`src/verilog/readout_pkg.sv`:
```
package readout_pkg;

    // ~~~~~~~~~~~~~~~~~~~~~~~~~~~~~~~~~~~~~~~~~~~~~~~~~~~~~~~~~~~~~~~~~~
    // raw word format
    // ~~~~~~~~~~~~~~~~~~~~~~~~~~~~~~~~~~~~~~~~~~~~~~~~~~~~~~~~~~~~~~~~~~

    localparam int word_width    = 32;             // one raw or result word
    localparam int trigger_width = word_width - 1; // everything below the kind bit
    localparam int column_width  = 7;
    localparam int row_width     = 9;
    localparam int tot_width     = 4;              // time over threshold
    localparam int tag_width     = 11;             // low trigger bits carried by a hit

    localparam logic kind_header = 1'b1;           // bit 31 set marks a trigger header

    // bit 31 tells which view holds, the other view is meaningless
    typedef union packed {
        struct packed {
            logic                     kind;        // 1
            logic [trigger_width-1:0] trigger;
        } header;
        struct packed {
            logic                    kind;         // 0
            logic [column_width-1:0] column;       // bits 30..24
            logic [row_width-1:0]    row;          // bits 23..15
            logic [tot_width-1:0]    tot;          // bits 14..11
            logic [tag_width-1:0]    tag;          // zero on input, filled by the core
        } hit;
    } raw_word_t;

endpackage

```
`src/verilog/generic_fifo.sv`:
```
module generic_fifo #(
    parameter int data_size = 32,
    parameter int depth     = 8
) (
    input  logic                     clk,
    input  logic                     reset,
    input  logic                     write,
    input  logic                     read,
    input  logic [data_size-1:0]     data_in,
    output logic                     full,
    output logic                     empty,
    output logic [data_size-1:0]     data_out,
    output logic [$clog2(depth)-1:0] size
);

    localparam int ptr_width = $clog2(depth);
    localparam logic [ptr_width-1:0] last = ptr_width'(depth - 1);

    logic [data_size-1:0] mem [depth];
    logic [ptr_width-1:0] rd_pointer;
    logic [ptr_width-1:0] wr_pointer;
    logic [ptr_width-1:0] rd_inc;     // read pointer plus one, wrapped
    logic [ptr_width-1:0] wr_inc;     // write pointer plus one, wrapped
    logic [ptr_width-1:0] rd_next;    // head address once this cycle's pop is done
    logic                 do_read;
    logic                 do_write;

    assign do_read  = read && !empty;
    assign do_write = write && !full;

    assign rd_inc  = (rd_pointer == last) ? '0 : rd_pointer + 1'b1;
    assign wr_inc  = (wr_pointer == last) ? '0 : wr_pointer + 1'b1;
    assign rd_next = do_read ? rd_inc : rd_pointer;

    // one slot stays free so full and empty pointers differ
    assign full = (wr_inc == rd_pointer);

    // ~~~~~~~~~~~~~~~~~~~~~~~~~~~~~~~~~~~~~~~~~~~~~~~~~~~~~~~~~~~~~~~~~~
    // pointers and empty flag
    // ~~~~~~~~~~~~~~~~~~~~~~~~~~~~~~~~~~~~~~~~~~~~~~~~~~~~~~~~~~~~~~~~~~

    always_ff @(posedge clk) begin
        if (reset) begin
            rd_pointer <= '0;
            wr_pointer <= '0;
            empty      <= 1'b1;
        end else begin
            rd_pointer <= rd_next;
            if (do_write) begin
                wr_pointer <= wr_inc;
            end
            if (do_read) begin
                empty <= (wr_pointer == rd_inc);    // popped the last stored entry
            end else begin
                empty <= (wr_pointer == rd_pointer); // lags a write by one cycle
            end
        end
    end

    // ~~~~~~~~~~~~~~~~~~~~~~~~~~~~~~~~~~~~~~~~~~~~~~~~~~~~~~~~~~~~~~~~~~
    // storage and registered head
    // ~~~~~~~~~~~~~~~~~~~~~~~~~~~~~~~~~~~~~~~~~~~~~~~~~~~~~~~~~~~~~~~~~~

    always_ff @(posedge clk) begin
        if (do_write) begin
            mem[wr_pointer] <= data_in;
        end
    end

    always_ff @(posedge clk) begin
        data_out <= mem[rd_next];                   // valid while empty is low
    end

    always_comb begin
        if (wr_pointer >= rd_pointer) begin
            size = wr_pointer - rd_pointer;
        end else begin
            size = ptr_width'(depth - int'(rd_pointer) + int'(wr_pointer));
        end
    end

endmodule

```
`src/verilog/hit_execute.sv`:
```
module hit_execute (
    input  logic                               clk,
    input  logic                               reset,
    input  logic                               dec_valid,
    input  readout_pkg::raw_word_t             dec_word,
    input  logic                               dec_is_header,
    input  logic [readout_pkg::tot_width-1:0]  tot_threshold,
    input  logic                               res_full,
    output logic                               dec_take,
    output logic                               exe_valid,
    output logic [readout_pkg::word_width-1:0] exe_word
);

    import readout_pkg::*;

    logic [tag_width-1:0] trigger_tag;   // low bits of the latest trigger number
    logic                 keep;          // word survives the tot filter
    raw_word_t            tagged_word;

    assign dec_take = dec_valid && !res_full;
    assign keep     = dec_is_header || (dec_word.hit.tot >= tot_threshold);

    always_comb begin
        tagged_word = dec_word;
        if (!dec_is_header) begin
            tagged_word.hit.tag = trigger_tag;
        end
    end

    // ~~~~~~~~~~~~~~~~~~~~~~~~~~~~~~~~~~~~~~~~~~~~~~~~~~~~~~~~~~~~~~~~~~
    // output register, held while the output FIFO is full
    // ~~~~~~~~~~~~~~~~~~~~~~~~~~~~~~~~~~~~~~~~~~~~~~~~~~~~~~~~~~~~~~~~~~

    always_ff @(posedge clk) begin
        if (reset) begin
            trigger_tag <= '0;
            exe_valid   <= 1'b0;
        end else if (!res_full) begin
            exe_valid <= dec_take && keep;   // dropped hits are consumed silently
            if (dec_take && dec_is_header) begin
                trigger_tag <= dec_word.header.trigger[tag_width-1:0];
            end
        end
    end

    always_ff @(posedge clk) begin
        if (dec_take) begin
            exe_word <= tagged_word;
        end
    end

endmodule

```
`src/verilog/readout_core.sv`:
```
module readout_core #(
    parameter int in_depth    = 8,
    parameter int out_depth   = 8,
    parameter int out_credits = 4
) (
    input  logic                               clk,
    input  logic                               reset,
    input  logic                               in_valid,
    input  logic [readout_pkg::word_width-1:0] in_data,
    input  logic [readout_pkg::tot_width-1:0]  tot_threshold,
    input  logic                               out_credit,
    output logic                               in_credit,
    output logic                               out_valid,
    output logic [readout_pkg::word_width-1:0] out_data,
    output logic [$clog2(out_depth)-1:0]       out_level
);

    import readout_pkg::*;

    // decode to execute
    logic                  dec_valid;
    raw_word_t             dec_word;
    logic                  dec_is_header;
    logic                  dec_take;

    // execute to result
    logic                  exe_valid;
    logic [word_width-1:0] exe_word;
    logic                  res_full;

    word_decode #(
        .in_depth (in_depth)
    ) u_decode (
        .clk           (clk),
        .reset         (reset),
        .in_valid      (in_valid),
        .in_data       (in_data),
        .dec_take      (dec_take),
        .in_credit     (in_credit),
        .dec_valid     (dec_valid),
        .dec_word      (dec_word),
        .dec_is_header (dec_is_header)
    );

    hit_execute u_execute (
        .clk           (clk),
        .reset         (reset),
        .dec_valid     (dec_valid),
        .dec_word      (dec_word),
        .dec_is_header (dec_is_header),
        .tot_threshold (tot_threshold),
        .res_full      (res_full),
        .dec_take      (dec_take),
        .exe_valid     (exe_valid),
        .exe_word      (exe_word)
    );

    result_stage #(
        .out_depth   (out_depth),
        .out_credits (out_credits)
    ) u_result (
        .clk        (clk),
        .reset      (reset),
        .exe_valid  (exe_valid),
        .exe_word   (exe_word),
        .out_credit (out_credit),
        .res_full   (res_full),
        .out_valid  (out_valid),
        .out_data   (out_data),
        .out_level  (out_level)
    );

endmodule

```
`src/verilog/result_stage.sv`:
```
module result_stage #(
    parameter int out_depth   = 8,
    parameter int out_credits = 4
) (
    input  logic                               clk,
    input  logic                               reset,
    input  logic                               exe_valid,
    input  logic [readout_pkg::word_width-1:0] exe_word,
    input  logic                               out_credit,
    output logic                               res_full,
    output logic                               out_valid,
    output logic [readout_pkg::word_width-1:0] out_data,
    output logic [$clog2(out_depth)-1:0]       out_level
);

    import readout_pkg::*;

    localparam int credit_width = $clog2(out_credits + 1);

    logic [credit_width-1:0] credit_count;  // credits held for the consumer
    logic                    fifo_empty;
    logic                    fifo_write;

    // execute holds its word while full, the write lands once room opens
    assign fifo_write = exe_valid && !res_full;
    assign out_valid  = !fifo_empty && (credit_count != '0);

    generic_fifo #(
        .data_size (word_width),
        .depth     (out_depth)
    ) u_fifo (
        .clk      (clk),
        .reset    (reset),
        .write    (fifo_write),
        .read     (out_valid),
        .data_in  (exe_word),
        .full     (res_full),
        .empty    (fifo_empty),
        .data_out (out_data),
        .size     (out_level)
    );

    // ~~~~~~~~~~~~~~~~~~~~~~~~~~~~~~~~~~~~~~~~~~~~~~~~~~~~~~~~~~~~~~~~~~
    // downstream credit counter
    // ~~~~~~~~~~~~~~~~~~~~~~~~~~~~~~~~~~~~~~~~~~~~~~~~~~~~~~~~~~~~~~~~~~

    always_ff @(posedge clk) begin
        if (reset) begin
            credit_count <= credit_width'(out_credits);
        end else begin
            case ({out_valid, out_credit})
                2'b10:   credit_count <= credit_count - 1'b1;  // spent on a send
                2'b01:   credit_count <= credit_count + 1'b1;  // returned by consumer
                default: credit_count <= credit_count;         // both or neither
            endcase
        end
    end

endmodule

```
`src/verilog/word_decode.sv`:
```
module word_decode #(
    parameter int in_depth = 8
) (
    input  logic                               clk,
    input  logic                               reset,
    input  logic                               in_valid,
    input  logic [readout_pkg::word_width-1:0] in_data,
    input  logic                               dec_take,
    output logic                               in_credit,
    output logic                               dec_valid,
    output readout_pkg::raw_word_t             dec_word,
    output logic                               dec_is_header
);

    import readout_pkg::*;

    logic fifo_empty;

    // the source only sends against credits, so the FIFO cannot overflow
    generic_fifo #(
        .data_size (word_width),
        .depth     (in_depth + 1)   // one slot stays free, room for in_depth words
    ) u_fifo (
        .clk      (clk),
        .reset    (reset),
        .write    (in_valid),
        .read     (dec_take),
        .data_in  (in_data),
        .full     (),
        .empty    (fifo_empty),
        .data_out (dec_word),
        .size     ()
    );

    assign dec_valid     = !fifo_empty;
    assign dec_is_header = (dec_word.header.kind == kind_header); // kind bit is common to both views

    // one credit back to the source per popped word
    always_ff @(posedge clk) begin
        if (reset) begin
            in_credit <= 1'b0;
        end else begin
            in_credit <= dec_take;
        end
    end

endmodule
```
`config.mk`:
```
export PLATFORM = sky130hd
export DESIGN_NAME = readout_core
export DESIGN_NICKNAME = d
export VERILOG_FILES = /design/src/verilog/readout_pkg.sv /design/src/verilog/generic_fifo.sv /design/src/verilog/hit_execute.sv /design/src/verilog/readout_core.sv /design/src/verilog/result_stage.sv /design/src/verilog/word_decode.sv
export SDC_FILE = /design/constraint.sdc
export NUM_CORES = 1
export LEC_CHECK = 0
export ABC_CLOCK_PERIOD_IN_PS = 11500
export BUFFER_PORTS_ARGS = -buffer_cell sky130_fd_sc_hd__buf_2
export CAP_MARGIN = 20
export CORE_UTILIZATION = 50
export DETAILED_ROUTE_END_ITERATION = 10
export HOLD_SLACK_MARGIN = 0.08
export MAX_ROUTING_LAYER = met4
export PLACE_DENSITY = 0.66
export SLEW_MARGIN = 30
export SYNTH_ARGS = -nofsm -noshare
export SYNTH_HDL_FRONTEND = slang
export SYNTH_SLANG_ARGS = --single-unit
```
`constraint.sdc`:
```
create_clock -name clk -period 11.5 [get_ports clk]
set_input_delay 0 -clock clk [delete_from_list [all_inputs] [get_ports clk]]
set_output_delay 0 -clock clk [all_outputs]
set_load 0.1 [all_outputs]
```
==> impl_results.md <==
* Final ANT Viol Nets at 0
* Fin crit share at 37.2%
* Ys Warns at 0
* Vias in the first global route at 15.4k
* Worst Skew at 0.0243 ns
* Initial DRT Pass Iterations at 5
* Root Driver: clkbuf_16
* CTS max path bufs at 3
* Worst-Margin Slew at 0.910 ns
* Total Neg Setup Slack at 0 ns
* Num rows at 84
* Critical Path Max Stage Delay at 1.11 ns
* Share of post-route cells with drive strength above 1 at 24.7%
* DIE AREA at 55,100 um^2
* Mapped Area at 27,100 um^2
* Num CTS Buffers at 70
* Post-synth EDFFs at 576
* Total Routed Length at 60.4 mm
* Final core occ at 58.6%
* Main synth FF type: edfxtp_1
* Slew headroom at 39.3%
* Most frequent cells in the layout: edfxtp_1 (576), mux4_2 (128), dfxtp_1 (94)
* Routed len/inst at 25.1 um
* Share of the synthesized area in the top cell type at 63.9%
* Via density per instance at 6.15
* GRT overflow at 0
* GP Congestion at 0.781
* CP max FO at 40
* HP Class: input port to flop
* Initial antenna violation count at 2
* Max Clock Freq at 0.234 GHz
* CP Class: flop to flop
* Synth Net Count at 1,600
* First DRT Iteration DRCs at 1,283
* Netlist cell types at 53
* Final min period at 4.28 ns
* Leading area contributor after synthesis: edfxtp_1
* Worst-path cell chain: ha_1 -> ha_1 -> xnor2_1 -> a41o_4 -> clkinv_2 -> or3_2 -> a221oi_1 -> a21oi_1 -> nand3_1
* Pwr Total at 7.53 mW
* Global Route Usage Sum at 22.8%
* Pwr Density at 243 nW/um^2
* Hold_sp: in_data[16]
* Leading post-synthesis cells by cell area: edfxtp_1 (64%), mux4_2 (11%), dfxtp_1 (7.1%), mux2i_1 (2.7%), o221ai_1 (2.0%)
* Synthesized area per cell at 17.6 um^2
* First-pass GRT wire length at 91.8 mm
* Number of H-tree levels at 3
* Status: finished, final reports clean
* Area grow syn2layout at 14.6%
* CP top delay family: simple AND/OR/NAND/NOR gates
* Vias at 14.8k
* CTS tree: done
* Die span in x at 235 um
* Largest net degree at the start of global routing at 53
* Clock-pin slew on the worst setup and hold paths at 0.06 ns
* WP buf/inv at 1
* Syn Inst Count at 1,541
* Clock latency at the later pin of the worst-skew pair at 0.61 ns
* Number of port buffers at 76
* DRC Markers at 0
* Post-DP HPWL at 33.4 mm
* Slew Limit Fails at 0
* Crit path arrival time at 4.83 ns
* Startpoint types: flop
* Final #Nets at 1,719
* Commonest non-fill, non-tap cell in the layout: edfxtp_1
* Reg-to-reg startpoint: u_result.u_fifo.wr_pointer[0]$_SDFFE_PP0P_
* Max cap viols at 0
* Async set or reset register ratio after synthesis at 0%
* Core area at 53,000 um^2
* Crit. Startpoint: u_result.u_fifo.wr_pointer[0]$_SDFFE_PP0P_
* Most used cell, CP: ha_1
* Register area share after synthesis at 71.0%
* Post-CTS sizing at 0
* CP max stage cell: or3_2
* CP Data Required Time at 12.05 ns
* Initial Util at 51.1%
* RSZ-0062 raised after global routing: no
* Final Hold Viols at 0
* Leak pwr at 10.2 nW
* Maximum VDD drop at 0.000148 V
* CP endpoint kind: flop
* FF+latch count, synth at 672
* Ports at 77
* Clock Sinks at 672
* Die Span Y at 235 um
* Final setup viols at 0
[per-layer routing]
metal | track usage, % | vias to the layer above | wire [um]
li1 | - | 6485 | -
met1 | 29.8 | 7573 | 25500
met2 | 36.7 | 590 | 29600
met3 | 3.77 | 150 | 3700
met4 | 7.64 | 0 | 1620
met5 | - | - | 0
[path summary, 6_finish.rpt]
kind,end,slack (ns),cells past startpoint
setup / recovery,u_decode.u_fifo.data_out[25]$_DFF_P_,7.22,9
hold / removal,u_decode.u_fifo.mem[6][16]$_DFFE_PP_,0.21,2
setup reg to reg,u_decode.u_fifo.data_out[25]$_DFF_P_,7.22,9
hold reg to reg,u_execute.exe_word[29]$_DFFE_PP_,0.40,0
[worst reg2reg max path: stages (launching register included)]
cell,delay (ns)
dfxtp_1,0.53
ha_1,0.22
ha_1,0.24
xnor2_1,0.42
a41o_4,0.38
clkinv_2,0.67
or3_2,1.11
a221oi_1,0.48
a21oi_1,0.07
nand3_1,0.11
[cells in the mapped netlist, types with 2 or more instances]
cell      number
a221oi_1      34
buf_2         28
o32a_1        31
nand2b_1       4
a21o_1         3
buf_4          2
o41ai_1        2
nand2_1       75
clkbuf_1      63
mux2i_1       72
nor3_1        11
and2_1        10
or2_2          3
edfxtp_1     576
nor2_1        57
dfxtp_1       96
nand3_1       35
a21oi_1       55
or3_1         33
mux4_2       128
buf_1          4
mux2_2        43
xor2_1         6
o221ai_1      62
fa_1           2
inv_1         51
ha_1          17
a31oi_1        3
xnor2_1       11
[metrics by stage]
| stage | cells | area [um^2] | setup slack, ns | hold slack [ns] |
|---|---|---|---|---|
| after floorplan | 1541 | 27100 | 7.11 | 0.0961 |
| after global placement | 2238 | 28300 | 7.43 | 0.273 |
| after detailed placement | 2238 | 28300 | 7.28 | 0.287 |
| after CTS | 2403 | 31000 | 7.29 | 0.192 |
| after global routing | 2406 | 31000 | 6.89 | 0.211 |
| final | 2406 | 31000 | 7.22 | 0.212 |
[power by group]
group | total [mW] | switching, mW | internal, mW
combinational | 2.01 | 1.26 | 0.742
sequential | 3.28 | 0.231 | 3.04
clock | 2.25 | 0.911 | 1.34
total | 7.53 | 2.41 | 5.12
[timing repair]
item,4_1_cts,5_1_grt
endpoints found under the hold margin,319,0
hold buffers,37,0
buffers inserted,0,0
[cell families after synthesis]
| group | share of synthesized area [%] |
|---|---|
| flip-flops | 71.0 |
| multiplexers | 15.1 |
| AND/OR/NAND/NOR | 4.13 |
| AO/OA/AOI/OAI | 6.05 |
| buffers and inverters | 2.22 |
| adder cells (fa/ha/maj) | 0.934 |
| XOR/XNOR | 0.550 |
[sequential cells by signal, summed over array words and instances (netlist names)]
register / flops
u_decode.u_fifo.mem: 288
u_result.u_fifo.mem: 256
u_decode.u_fifo.data_out: 32
u_execute.exe_word: 32
u_result.u_fifo.data_out: 32
u_execute.trigger_tag: 11
u_decode.u_fifo.rd_pointer: 4
u_decode.u_fifo.wr_pointer: 4
u_result.credit_count: 3
u_result.u_fifo.rd_pointer: 3
u_result.u_fifo.wr_pointer: 3
u_decode.in_credit: 1
u_decode.u_fifo.empty: 1
u_execute.exe_valid: 1
u_result.u_fifo.empty: 1
[layout make-up]
class	instances	area, um^2
flip-flops and latches	672	19200
multi-input cells	720	7440
well taps	688	861
diodes	2	5.00
clock buffers	98	2010
repair buffers	144	987
inverters	52	196
clock inverters	30	295
fillers	3960	21900
No activity file was read; power rests on OpenSTA's default activity.
